**config.mk**
```make
export PLATFORM = sky130hd
export DESIGN_NAME = error_tracker_top
export DESIGN_NICKNAME = d
export VERILOG_FILES = /design/src/design/err_trk_pkg.sv /design/src/design/capture_fsm.sv /design/src/design/capture_addr_counter.sv /design/src/design/snapshot_packer.sv /design/src/design/capture_sram.sv /design/src/design/debug_readout.sv /design/src/design/error_tracker_top.sv
export SDC_FILE = /design/constraint.sdc
export NUM_CORES = 1
export LEC_CHECK = 0
export BUFFER_PORTS_ARGS = -buffer_cell sky130_fd_sc_hd__buf_2
export CAP_MARGIN = 20
export CORE_UTILIZATION = 62
export CTS_CLUSTER_SIZE = 16
export DETAILED_ROUTE_END_ITERATION = 10
export PLACE_DENSITY = 0.79
export SLEW_MARGIN = 20
export SYNTH_ARGS = -nofsm -noshare
export SYNTH_HDL_FRONTEND = slang
export SYNTH_SLANG_ARGS = --single-unit
```
**constraint.sdc**
```tcl
create_clock -name clk -period 6.21 [get_ports clk]
set_input_delay 0.9315 -clock clk [delete_from_list [all_inputs] [get_ports clk]]
set_output_delay 0.9315 -clock clk [all_outputs]
set_load 0.05 [all_outputs]
```
**src/design/err_trk_pkg.sv**
```systemverilog
package err_trk_pkg;

	// lane organisation of the receiver
	localparam int LANES_PER_GROUP = 4;
	localparam int GROUPS          = 3;
	localparam int LANES           = LANES_PER_GROUP * GROUPS;
	localparam int ERR_BITS        = 8;

	// the 32 frames of capture memory hold 8 full snapshots
	localparam int ADDR_BITS       = 5;
	localparam int MEM_DEPTH       = 1 << ADDR_BITS;
	localparam int FRAMES_PER_SNAP = 4;
	localparam int FRAME_BITS      = 48;

	// debug port returns a frame in 32-bit pieces
	localparam int CHUNK_BITS      = 32;
	localparam int CHUNKS          = 2;

	typedef logic signed [ERR_BITS-1:0] err_t;

	// lane 0 sits in the lowest bits of every field
	typedef struct packed {
		err_t [LANES-1:0]       errors;
		logic [LANES-1:0]       prbs_flags;
		logic [LANES-1:0]       bitstream;
		logic [LANES-1:0][1:0]  sd_flags;
	} lane_snapshot_t;

	typedef logic [FRAME_BITS-1:0] frame_t;

	typedef struct packed {
		logic [ADDR_BITS-1:0]       addr;
		logic [$clog2(CHUNKS)-1:0]  chunk;
		logic                       read;
		logic                       enable;
	} dbg_req_t;

	typedef enum logic [1:0] {READY, STORE, DONE} tracker_state_t;

endpackage

```
**src/design/capture_fsm.sv**
```systemverilog
`timescale 1ns/1ps

module capture_fsm (
	input  logic clk,
	input  logic rstb,
	input  logic trigger,
	input  logic dbg_read,
	input  logic dbg_enable,
	input  logic at_mem_end,
	input  logic last_frame,
	output logic write_en,
	output logic frame_advance,
	output logic addr_clear,
	output logic load_snap,
	output logic done
);

	err_trk_pkg::tracker_state_t state;
	err_trk_pkg::tracker_state_t next_state;

	always_ff @(posedge clk or negedge rstb) begin
		if (!rstb) begin
			state <= err_trk_pkg::READY;
		end else begin
			state <= next_state;
		end
	end

	always_comb begin
		next_state = state;
		case (state)
			err_trk_pkg::READY: begin
				// a trigger wins over a read request seen in the same cycle
				if (trigger) begin
					next_state = err_trk_pkg::STORE;
				end else if (dbg_read) begin
					next_state = err_trk_pkg::DONE;
				end
			end
			err_trk_pkg::STORE: begin
				// the write at the top address freezes the memory
				if (at_mem_end) begin
					next_state = err_trk_pkg::DONE;
				end else if (last_frame) begin
					next_state = dbg_read ? err_trk_pkg::DONE : err_trk_pkg::READY;
				end
			end
			err_trk_pkg::DONE: begin
				if (dbg_enable) begin
					next_state = err_trk_pkg::READY;
				end
			end
			default: begin
				next_state = err_trk_pkg::READY;
			end
		endcase
	end

	// snapshot is taken on the edge that sees the trigger
	assign load_snap = (state == err_trk_pkg::READY) && trigger;

	// every STORE cycle writes one frame and then moves the counter on
	assign write_en      = (state == err_trk_pkg::STORE);
	assign frame_advance = write_en;

	// rearm restarts writing from address 0
	assign addr_clear = (state == err_trk_pkg::DONE) && dbg_enable;
	assign done       = (state == err_trk_pkg::DONE);

endmodule

```
**src/design/capture_addr_counter.sv**
```systemverilog
`timescale 1ns/1ps

module capture_addr_counter (
	input  logic                              clk,
	input  logic                              rstb,
	input  logic                              frame_advance,
	input  logic                              addr_clear,
	output logic [err_trk_pkg::ADDR_BITS-1:0] write_addr,
	output logic [1:0]                        frame_sel,
	output logic                              at_mem_end,
	output logic                              last_frame
);

	localparam logic [1:0] LAST_FRAME_IDX = 2'(err_trk_pkg::FRAMES_PER_SNAP - 1);
	localparam logic [err_trk_pkg::ADDR_BITS-1:0] LAST_ADDR =
		err_trk_pkg::ADDR_BITS'(err_trk_pkg::MEM_DEPTH - 1);

	always_ff @(posedge clk or negedge rstb) begin
		if (!rstb) begin
			write_addr <= '0;
			frame_sel  <= '0;
		end else if (addr_clear) begin
			write_addr <= '0;
			frame_sel  <= '0;
		end else if (frame_advance) begin
			// address and frame index move in step with every write
			write_addr <= write_addr + 1'b1;
			if (last_frame) begin
				frame_sel <= '0;
			end else begin
				frame_sel <= frame_sel + 1'b1;
			end
		end
	end

	assign last_frame = (frame_sel == LAST_FRAME_IDX);

	// high while the next write goes to the final memory word
	assign at_mem_end = (write_addr == LAST_ADDR);

endmodule

```
**src/design/snapshot_packer.sv**
```systemverilog
`timescale 1ns/1ps

module snapshot_packer (
	input  logic                        clk,
	input  logic                        rstb,
	input  logic                        load_snap,
	input  err_trk_pkg::lane_snapshot_t snap,
	input  logic [1:0]                  frame_sel,
	output err_trk_pkg::frame_t         wr_frame
);

	err_trk_pkg::lane_snapshot_t snap_q;
	err_trk_pkg::frame_t         frames [err_trk_pkg::FRAMES_PER_SNAP];

	always_ff @(posedge clk or negedge rstb) begin
		if (!rstb) begin
			snap_q <= '0;
		end else if (load_snap) begin
			snap_q <= snap;
		end
	end

	// each error frame carries one group and keeps its upper bits at zero
	always_comb begin
		for (int g = 0; g < err_trk_pkg::GROUPS; g++) begin
			frames[g] = '0;
			for (int l = 0; l < err_trk_pkg::LANES_PER_GROUP; l++) begin
				frames[g][l*err_trk_pkg::ERR_BITS +: err_trk_pkg::ERR_BITS] =
					snap_q.errors[g*err_trk_pkg::LANES_PER_GROUP + l];
			end
		end
		// the flag frame has prbs lowest, then the recovered bits, then the detector pairs
		frames[err_trk_pkg::GROUPS] = {snap_q.sd_flags, snap_q.bitstream, snap_q.prbs_flags};
	end

	assign wr_frame = frames[frame_sel];

endmodule

```
**src/design/capture_sram.sv**
```systemverilog
`timescale 1ns/1ps

module capture_sram (
	input  logic                              clk,
	input  logic                              write_en,
	input  logic [err_trk_pkg::ADDR_BITS-1:0] addr,
	input  err_trk_pkg::frame_t               wdata,
	output err_trk_pkg::frame_t               rdata
);

	err_trk_pkg::frame_t mem [err_trk_pkg::MEM_DEPTH];

	// the single port returns the old word on a write cycle
	always_ff @(posedge clk) begin
		if (write_en) begin
			mem[addr] <= wdata;
		end
		rdata <= mem[addr];
	end

endmodule

```
**src/design/debug_readout.sv**
```systemverilog
`timescale 1ns/1ps

module debug_readout (
	input  logic                               clk,
	input  logic                               rstb,
	input  logic                               done,
	input  logic [err_trk_pkg::ADDR_BITS-1:0]  write_addr,
	input  err_trk_pkg::dbg_req_t              dbg_req,
	input  err_trk_pkg::frame_t                rdata,
	output logic [err_trk_pkg::ADDR_BITS-1:0]  mem_addr,
	output logic [err_trk_pkg::CHUNK_BITS-1:0] dbg_data
);

	localparam int PAD_BITS = err_trk_pkg::CHUNKS * err_trk_pkg::CHUNK_BITS
		- err_trk_pkg::FRAME_BITS;

	logic chunk_q;

	// the debug port only owns the memory once capture is frozen
	assign mem_addr = done ? dbg_req.addr : write_addr;

	// chunk select delayed by one cycle to line up with the read data
	always_ff @(posedge clk or negedge rstb) begin
		if (!rstb) begin
			chunk_q <= 1'b0;
		end else begin
			chunk_q <= dbg_req.chunk;
		end
	end

	always_comb begin
		if (chunk_q) begin
			dbg_data = {rdata[err_trk_pkg::FRAME_BITS-1:err_trk_pkg::CHUNK_BITS], {PAD_BITS{1'b0}}};
		end else begin
			dbg_data = rdata[err_trk_pkg::CHUNK_BITS-1:0];
		end
	end

endmodule

```
**src/design/error_tracker_top.sv**
```systemverilog
`timescale 1ns/1ps

module error_tracker_top (
	input  logic                               clk,
	input  logic                               rstb,
	input  logic                               trigger,
	input  err_trk_pkg::lane_snapshot_t        snap,
	input  err_trk_pkg::dbg_req_t              dbg_req,
	output logic [err_trk_pkg::CHUNK_BITS-1:0] dbg_data,
	output logic                               capture_done
);

	logic                              write_en;
	logic                              frame_advance;
	logic                              addr_clear;
	logic                              load_snap;
	logic                              at_mem_end;
	logic                              last_frame;
	logic [err_trk_pkg::ADDR_BITS-1:0] write_addr;
	logic [err_trk_pkg::ADDR_BITS-1:0] mem_addr;
	logic [1:0]                        frame_sel;
	err_trk_pkg::frame_t               wr_frame;
	err_trk_pkg::frame_t               rd_frame;

	capture_fsm capture_fsm_i (
		.clk           (clk),
		.rstb          (rstb),
		.trigger       (trigger),
		.dbg_read      (dbg_req.read),
		.dbg_enable    (dbg_req.enable),
		.at_mem_end    (at_mem_end),
		.last_frame    (last_frame),
		.write_en      (write_en),
		.frame_advance (frame_advance),
		.addr_clear    (addr_clear),
		.load_snap     (load_snap),
		.done          (capture_done)
	);

	capture_addr_counter capture_addr_counter_i (
		.clk           (clk),
		.rstb          (rstb),
		.frame_advance (frame_advance),
		.addr_clear    (addr_clear),
		.write_addr    (write_addr),
		.frame_sel     (frame_sel),
		.at_mem_end    (at_mem_end),
		.last_frame    (last_frame)
	);

	snapshot_packer snapshot_packer_i (
		.clk       (clk),
		.rstb      (rstb),
		.load_snap (load_snap),
		.snap      (snap),
		.frame_sel (frame_sel),
		.wr_frame  (wr_frame)
	);

	capture_sram capture_sram_i (
		.clk      (clk),
		.write_en (write_en),
		.addr     (mem_addr),
		.wdata    (wr_frame),
		.rdata    (rd_frame)
	);

	debug_readout debug_readout_i (
		.clk        (clk),
		.rstb       (rstb),
		.done       (capture_done),
		.write_addr (write_addr),
		.dbg_req    (dbg_req),
		.rdata      (rd_frame),
		.mem_addr   (mem_addr),
		.dbg_data   (dbg_data)
	);

endmodule

```
# --- After elaboration in Yosys (flattened, before gate mapping) ---
# Memories as Yosys holds them, arrays and structs flattened. A register that Yosys moved wholly into a read port is not among the register bits.
# Index checks and enable logic that the tools add are counted.
word_totals:
  memories: 1
  output_inout_bits: 33
  inputBits: 155
  word_cells: 66
  ram_bits: 1536
  latchBits: 0
  romBits: 0
  regBits: 154
memory_table:
  columns: ["memory", "words", "width", "rd", "rd_ports_with_merged_regs", "write_ports", "line", "source"]
  rows:
  - ["capture_sram_i.mem", 32, 48, 1, 1, 1, "capture_sram.sv:11", "err_trk_pkg::frame_t mem [err_trk_pkg::MEM_DEPTH];"]
classes:
  n_div: 0
  n_eq_ne: 7
  n_mul: 0
  add_sub_neg: 2
  n_reduce_logical: 5
  muxes: 19
  bitwise: 1
  magnitude_cmp: 1
  n_shift: 0
ops:
  columns: ["op", "count"]
  rows:
  - ["48-bit binary-select mux with 2-bit select", 1]
  - ["48-bit two-way mux", 2]
  - ["32-bit two-way mux", 1]
  - ["2-bit two-way mux", 9]
  - ["5-bit two-way mux", 3]
  - ["3-bit inequality test (second input constant)", 2]
  - ["2-bit case mux with 3 select lines", 1]
  - ["5-bit by 1-bit adder with 5-bit output (second input constant)", 1]
  - ["5-bit == test (second input constant)", 1]
  - ["2-bit == test (second input constant)", 2]
  - ["3-bit >= comparator (second input constant)", 1]
  - ["2-bit NOT with 3-bit output", 1]
  - ["3-bit AND reduction", 1]
  - ["2-bit by 1-bit adder with 2-bit output (second input constant)", 1]
  - ["2-bit by 1-bit == test with 1-bit output (second input constant)", 1]
  - ["1-bit logical AND", 2]
  - ["2-bit logical NOT", 1]
  - ["1-bit two-way mux", 2]
  - ["2-bit inequality test (second input constant)", 1]
  - ["2-bit nonzero test", 1]

# --- Depth between registers and ports, before layout ---
# Gate-level depths: netlist of run 1.
logic_depth:
  word_depth: 4
  depth_mapped: 11
  mapped_depth_nobuf: 7

# --- Cells and area by module ---
# A second synthesis of run 1 with hierarchy kept.
hier_totals:
  cells_unflattened: 3564
  area_unflattened_um2: 66203.5
by_module_without_submodules:
  columns: ["module", "n_inst", "seq_area_each_um2", "cells_each", "area_per_inst_um2"]
  rows:
  - ["capture_sram", 1, 47085.2, 3116, 59117.9]
  - ["snapshot_packer", 1, 3603.5, 362, 6202.2]
  - ["debug_readout", 1, 25.0, 41, 389.1]
  - ["capture_addr_counter", 1, 175.2, 31, 361.6]
  - ["capture_fsm", 1, 50.0, 14, 132.6]

# --- Worst setup path before layout of run 1 ---
# No wires, ideal clock.
synth_path:
  kind: "input port to flip-flop"
  start: "input dbg_req[3] (netlist name)"
  end: "memory capture_sram_i.mem[0][0] (netlist name), enable pin"
  n_path_buf: 2
  setup_ps: 454
  t_arrival_ps: 4275
  cell_stages: 6
  path_slack_ps: 1481
  t_required_ps: 5756
  cell_sequence: "or3_1 -> o31ai_2 -> clkbuf_1 -> clkbuf_1 -> nand2_1 -> nor2_1"
synth_between:
  elab_chain_cells: 1
synth_lines:
  columns: ["item", "line", "source"]
  rows:
  - ["start: declaration", "error_tracker_top.sv:8", "input err_trk_pkg::dbg_req_t dbg_req,"]
  - ["5-bit two-way mux", "debug_readout.sv:20", "assign mem_addr = done ? dbg_req.addr : write_addr;"]
  - ["end: declaration", "capture_sram.sv:11", null]
# Every way passes these cells.

# --- Worst setup path in the final report of run 1 ---
layout_path:
  start: "register capture_fsm_i.state[0]"
  end: "memory capture_sram_i.mem[10][42] (netlist name), enable pin"
layout_between:
  elab_chain_cells: 3
  word_cells_on_any_way: 5
  cone_classes: "eq/ne: 2; mux: 3"
layout_lines:
  columns: ["item", "line", "source"]
  rows:
  - ["start: declaration", "capture_fsm.sv:18", "err_trk_pkg::tracker_state_t state;"]
  - ["start signal: assignment", "capture_fsm.sv:23", "state <= err_trk_pkg::READY;"]
  - ["start signal: assignment", "capture_fsm.sv:25", "state <= next_state;"]
  - ["2-bit by 1-bit == test with 1-bit output", "capture_fsm.sv:63", "assign write_en = (state == err_trk_pkg::STORE);"]
  - ["1-bit two-way mux", "capture_sram.sv:15", "if (write_en) begin"]
  - ["1-bit two-way mux (implied by the code)", "capture_sram.sv:16", "mem[addr] <= wdata;"]
# Several ways; a longest one is shown, not always the timed one.

==> run_results.csv, run 1 <==
group,metric,value,unit
routing,dr_total_vias,36280,
clocking,hold_buffers,0,
routing,drt-wirelength-per-cell,33.3,µm
power_and_ir_drop,p_sw_frac,0.344,
min_path,hp-class,"input pin to asynchronous set/reset pin",
logic_synthesis,syn_inst,3330,
timing,max_freq,0.233,GHz
power_and_ir_drop,power.net_switching,13.8,mW
setup_path,worstSetupPathType,"register to register",
placed_design,dp.cells,4706,
floorplan,core,102000,µm²
setup_path,critical_path_arrival,4720,ps
cells_and_area,drive_gt1_frac,0.205,
timing,setup_slack,1920,ps
setup_path,path_max_fanout,34,
timing,setup_viol,0,
power_and_ir_drop,comb_power_share,0.320,
global_route,grt_max_degree,174,
clocking,insertion_delay,780,ps
logic_synthesis,async_flop_share,0.0886,
placed_design,io_buffers,187,
timing,worstMarginPinSlew,1160,ps
clocking,cts.sinks,1738,
cells_and_area,finalCoreUtilization,0.704,
routing,drt-vias-per-instance,7.23,
setup_path,rr_endpoint,"capture_sram_i.mem[10][42]$_DFFE_PP_",
logic_synthesis,yosysWarningCount,0,
floorplan,start_util,0.625,
cells_and_area,multiInputGateArea,12000,µm²
timing,whs,102,ps
logic_synthesis,synth-edff-count,1536,
timing,grt_setup_unrepaired,"no",
power_and_ir_drop,cellPowerDensity,559,nW/µm²
setup_path,crit_path_end_kind,"register",
logic_synthesis,synth_fp_nets,3488,
global_route,antenna_found_initial,9,
floorplan,dieArea,104000,µm²
cells_and_area,fillers,5866,
setup_path,worst_path_max_delay_cell,"nor2_4",
setup_path,critPathMaxStageDelay,940,ps
status,outcome,"completed",
setup_path,crit_required,6640,ps
global_route,first_global_vias,35856,
global_route,track_usage,0.324,
routing,post-route-drc-count,0,
floorplan,ios,188,
power_and_ir_drop,power.clock.fraction,0.245,
routing,routed_wl,167000,µm
power_and_ir_drop,p_int,26.3,mW
clocking,cts.htree.levels,4,
clocking,cts_tree,"yes",
logic_synthesis,ys_ff_latch,1738,
setup_path,reg2reg_from,"capture_fsm_i.state[0]$_DFFE_PN0P_",
flow_run,drv_cap,0,
logic_synthesis,syn_area,63700,µm²
power_and_ir_drop,power_frac_seq,0.435,
timing,skew,31.8,ps
clocking,path_clk_slew,60,ps
timing,relSlewSlack,0.230,
logic_synthesis,synth.distinct_cells,38,
floorplan,fp.dieW,323,µm
clocking,cts_resized,0,
placed_design,pre_cts_slack,1790,ps
placed_design,gp_congestion,0.796,
routing,postRouteAntennaNets,0,
clocking,post_cts_buffers,0,
global_route,gr-total-overflow,0,
logic_synthesis,seq_area_frac_synth,0.799,
cells_and_area,final_nets,3663,
clocking,clockRootBuffer,"clkbuf_16",
cells_and_area,register_area,50900,µm²
floorplan,die-height,323,µm
timing,slew_viol_final,0,
routing,drt_first_pass_iters,5,
power_and_ir_drop,p_leak,23.7,nW
setup_path,cp-start-kind,"register",
global_route,grt_pass1_wl,240000,µm
clocking,cts_made_buffers,164,
cells_and_area,final_area,71800,µm²
logic_synthesis,synthFlopType,"edfxtp_1",
routing,drtIter0Drc,5561,
timing,period_share,0.690,
timing,final-hold-violation-count,0,
setup_path,crit_chain,"nand2b_4, inv_2, mux2i_1, nand2_4, nor2_4, buf_12",
logic_synthesis,avgSynthCellArea,19.1,µm²
power_and_ir_drop,finalPower,40.1,mW
cells_and_area,layoutNonFillerInstCount,5017,
setup_path,rrSetupSlack,1920,ps
placed_design,hpwl,85100,µm
floorplan,fp-row-count,117,
timing,min_period,4290,ps
power_and_ir_drop,ir_drop,764,µV
placed_design,dpl-instance-area,66500,µm²
cells_and_area,area_growth,12.6,%
setup_path,rr_worst_depth,6,
timing,setup_tns,0,ps
clocking,cts_buffer_depth,3,
[sequential cells by signal, indices dropped and copies added (netlist names)]
register and flops:
capture_fsm_i.state 2, snapshot_packer_i.frames 144, capture_addr_counter_i.frame_sel 2, capture_sram_i.mem 1536
capture_sram_i.rdata 48, debug_readout_i.chunk_q 1, capture_addr_counter_i.write_addr 5
[power by group through the flow]
stage	clock, mW	sequential [mW]	combinational (mW)
2_1_floorplan	0	17.2	8.56
3_3_place_gp	0	17.6	12.1
3_5_place_dp	0	17.6	12.5
4_1_cts	9.82	17.4	12.6
5_1_grt	10.3	17.5	13.4
6_report	9.82	17.4	12.8
[cell usage after synthesis, drive strengths merged, types with 32 or more instances]
| library cell | n | area (µm²) |
|---|---|---|
| or4 | 48 | 360 |
| edfxtp | 1536 | 46100 |
| dfxtp | 48 | 961 |
| a22o | 384 | 3360 |
| mux2 | 160 | 1800 |
| clkbuf | 163 | 612 |
| o22ai | 196 | 1230 |
| dfrtp | 154 | 3850 |
| a221oi | 384 | 3430 |
| nor2 | 41 | 154 |
| mux4 | 32 | 721 |
| buf | 85 | 517 |
[metal layers]
metal | part of all wire | track usage
met5 | 0.00025 | 0
met4 | 0.043 | 0.136
met3 | 0.13 | 0.0756
met2 | 0.46 | 0.499
met1 | 0.36 | 0.449
[cells in the final DEF, fill, tap and decap left out, types with 3 or more instances in the layout]
| master | n |
|---|---|
| nor2_1 | 9 |
| nor3_1 | 4 |
| ha_1 | 3 |
| clkbuf_1 | 44 |
| buf_12 | 28 |
| buf_4 | 40 |
| o21ai_0 | 3 |
| mux4_2 | 32 |
| edfxtp_1 | 1536 |
| clkinv_2 | 28 |
| nand2_1 | 15 |
| or4_1 | 48 |
| clkinvlp_4 | 3 |
| mux2i_1 | 3 |
| clkbuf_16 | 169 |
| nand3b_1 | 5 |
| clkinv_1 | 33 |
| and3_1 | 10 |
| clkbuf_8 | 11 |
| buf_2 | 186 |
| a22o_1 | 384 |
| nor2b_1 | 18 |
| bufinv_16 | 9 |
| inv_6 | 9 |
| dfxtp_1 | 48 |
| nand2_4 | 5 |
| nor2_4 | 32 |
| o22ai_1 | 196 |
| a21oi_1 | 8 |
| mux2_2 | 160 |
| a221oi_1 | 374 |
| and3_2 | 7 |
| dfrtp_1 | 151 |
| a221oi_2 | 10 |
[worst max path at each step]
stage,start,endpoint,slack (ps),depth (start not counted)
5_1_grt,capture_fsm_i.state[0]$_DFFE_PN0P_,capture_sram_i.mem[10][42]$_DFFE_PP_,1780,6
4_1_cts,capture_fsm_i.state[0]$_DFFE_PN0P_,capture_sram_i.mem[31][37]$_DFFE_PP_,1980,6
3_5_place_dp,dbg_req[3],capture_sram_i.mem[26][3]$_DFFE_PP_,1790,6
6_report,capture_fsm_i.state[0]$_DFFE_PN0P_,capture_sram_i.mem[10][42]$_DFFE_PP_,1920,6
2_1_floorplan,dbg_req[3],capture_sram_i.mem[0][0]$_DFFE_PP_,1480,6
3_3_place_gp,dbg_req[4],capture_sram_i.mem[26][3]$_DFFE_PP_,1820,6
[logic make-up (layout without fill, tap and decap cells)]
| group | count (synthesis) | count (layout) | share of synthesized area |
|---|---|---|---|
| compound gates | 980 | 980 | 0.127 |
| fa+ha+maj | 3 | 3 | 0.000589 |
| buf+inv | 251 | 568 | 0.0179 |
| flops | 1738 | 1738 | 0.799 |
| mux | 196 | 196 | 0.0402 |
| other cells | 0 | 2 | 0 |
| simple gates | 162 | 162 | 0.0146 |
[critical path, delay by kind of cell, from the launching register on]
kind,cells,cell delay [ps]
flops,1,550
mux,1,840
buf+inv,2,610
simple gates,3,1870
[final cells by class]
cell class,instances,area share
sequential,1738,0.710
multi-input combinational,1341,0.167
clock buffer,224,0.0633
timing repair buffer,257,0.0259
tap,1368,0.0239
clock inverter,84,0.00942
inverter,3,0.000157
antenna,2,0.0000697
No activity file was read; power rests on OpenSTA's default activity.
==> inputs of run 2 (changes only) <==
Clock period 6.21 ns to 4.2 ns, I/O delays scaled along.
==> run_results.csv, run 2 (synthesis results as in run 1) <==
group,metric,value,unit
status,outcome,"completed",
cells_and_area,area_growth,13.2,%
setup_path,cp-start-kind,"register",
clocking,cts_tree,"yes",
min_path,min_to,"snapshot_packer_i.frames[49]$_DFFE_PN0P_",
timing,relSlewSlack,0.221,
flow_run,drv_cap,0,
clocking,clockRootBuffer,"clkbuf_16",
global_route,track_usage,0.322,
timing,period_share,0.816,
cells_and_area,final_nets,3712,
floorplan,fp-row-count,117,
routing,drtIter0Drc,5215,
floorplan,die-height,323,µm
placed_design,dpl-instance-area,67000,µm²
global_route,first_global_vias,36190,
cells_and_area,regMostFlops,"capture_sram_i.mem",
routing,postRouteAntennaNets,0,
power_and_ir_drop,p_leak,23.9,nW
setup_path,crit_required,4940,ps
cells_and_area,drive_gt1_frac,0.215,
setup_path,critical_path_arrival,4160,ps
routing,drt_first_pass_iters,8,
cells_and_area,layout_common_cells,"edfxtp_1, a22o_1, a221oi_1, o22ai_1, buf_2",
timing,grt_setup_unrepaired,"no",
min_path,min_from,"snap[113]",
timing,whs,67.6,ps
timing,setup_viol,0,
floorplan,ios,188,
global_route,gr-total-overflow,0,
min_path,whs_path_depth,2,
routing,routed_wl,166000,µm
routing,drt-wirelength-per-cell,32.8,µm
cells_and_area,fillers,5900,
setup_path,rrSetupSlack,770,ps
cells_and_area,finalCoreUtilization,0.708,
setup_path,rr_worst_depth,9,
clocking,path_clk_slew,70,ps
clocking,insertion_delay,790,ps
routing,post-route-drc-count,0,
timing,min_period,3430,ps
clocking,cts_buffer_depth,3,
timing,slew_viol_final,0,
cells_and_area,register_area,50900,µm²
floorplan,fp.dieW,323,µm
cells_and_area,final_area,72100,µm²
setup_path,worstSetupPathType,"register to register",
clocking,post_cts_buffers,0,
timing,skew,22.9,ps
timing,final-hold-violation-count,0,
power_and_ir_drop,cellPowerDensity,820,nW/µm²
placed_design,hpwl,86200,µm
power_and_ir_drop,ir_drop,921,µV
min_path,hp-class,"input pin to register",
setup_path,crit_path_end_kind,"register",
timing,max_freq,0.292,GHz
clocking,cts.sinks,1738,
setup_path,rr_endpoint,"capture_sram_i.rdata[43]$_DFF_P_",
setup_path,path_max_fanout,49,
floorplan,core,102000,µm²
setup_path,reg2reg_from,"capture_fsm_i.state[1]$_DFFE_PN0P_",
cells_and_area,multiInputGateArea,12000,µm²
cells_and_area,largest_reg_flops,1536,
power_and_ir_drop,finalPower,59.1,mW
global_route,antenna_found_initial,10,
clocking,cts_resized,0,
clocking,cts.htree.levels,4,
global_route,grt_pass1_wl,240000,µm
routing,dr_total_vias,36657,
global_route,grt_max_degree,167,
placed_design,gp_congestion,0.807,
placed_design,io_buffers,187,
timing,worstMarginPinSlew,1170,ps
floorplan,dieArea,104000,µm²
clocking,cts_made_buffers,160,
cells_and_area,final_common_cell,"edfxtp_1",
floorplan,start_util,0.625,
routing,drt-vias-per-instance,7.25,
run 2: changes by cell type in the layout (fill, tap and decap cells not counted), sizes merged:
cell	previous run	this run
buf	257	309
clkinv	61	53
bufinv	9	3
clkinvlp	3	7
inv	14	12
clkbuf	224	223
dlygate4sd3	0	1
run 2: how the worst max path moves through the flow:
stage / start / endpoint / slack (ps) / cells past startpoint
floorplan: capture_fsm_i.state[1]$_DFFE_PN0P_ / capture_sram_i.mem[0][0]$_DFFE_PP_ / -290 / 9
global placement: capture_fsm_i.state[1]$_DFFE_PN0P_ / capture_sram_i.rdata[21]$_DFF_P_ / 1000 / 8
detailed placement: capture_fsm_i.state[1]$_DFFE_PN0P_ / capture_sram_i.rdata[41]$_DFF_P_ / 920 / 8
CTS: capture_fsm_i.state[1]$_DFFE_PN0P_ / capture_sram_i.rdata[40]$_DFF_P_ / 850 / 8
global route: capture_fsm_i.state[1]$_DFFE_PN0P_ / capture_sram_i.rdata[47]$_DFF_P_ / 650 / 9
finish: capture_fsm_i.state[1]$_DFFE_PN0P_ / capture_sram_i.rdata[43]$_DFF_P_ / 770 / 9
run 2: what timing repair did:
| action | CTS | global route |
|---|---|---|
| endpoints found under the setup margin | 0 | 0 |
| endpoints found under the hold margin | 79 | 0 |
| hold buffers | 1 | 0 |
run 2: layout make-up:
cell class | count | area share
clock inverters | 72 | 0.00824
diodes | 2 | 0.0000694
multi-input cells | 1341 | 0.166
clock buffers | 223 | 0.0617
flip-flops and latches | 1738 | 0.706
inverters | 3 | 0.000156
well taps | 1368 | 0.0237
repair buffers | 310 | 0.0333
run 2: layer usage:
layer | routed length [µm] | GRT usage
met5 | 37 | 0
met4 | 7830 | 0.137
met3 | 21800 | 0.0734
met2 | 76900 | 0.499
met1 | 59400 | 0.447
run 2: stage by stage:
stage,instances,worst slack [ps],TNS [ps]
after floorplan,3330,-294,-223160
after global placement,4758,1000,0
after detailed placement,4758,916,0
after CTS,5054,855,0
after global routing,5055,647,0
final,5057,773,0
run 2: critical path, cell delays in order (launching register included):
cell and delay [ps]:
dfrtp_1 560, nand2b_4 130, inv_2 260, mux2i_4 970
buf_12 360, buf_4 370, a22o_1 210, a221oi_1 70
o22ai_1 250, or4_1 140
run 2: power breakdown:
part | total, mW | switching, mW | internal [mW]
Clock | 14.0 | 6.35 | 7.67
Sequential | 25.8 | 1.07 | 24.7
Combinational | 19.4 | 12.9 | 6.43
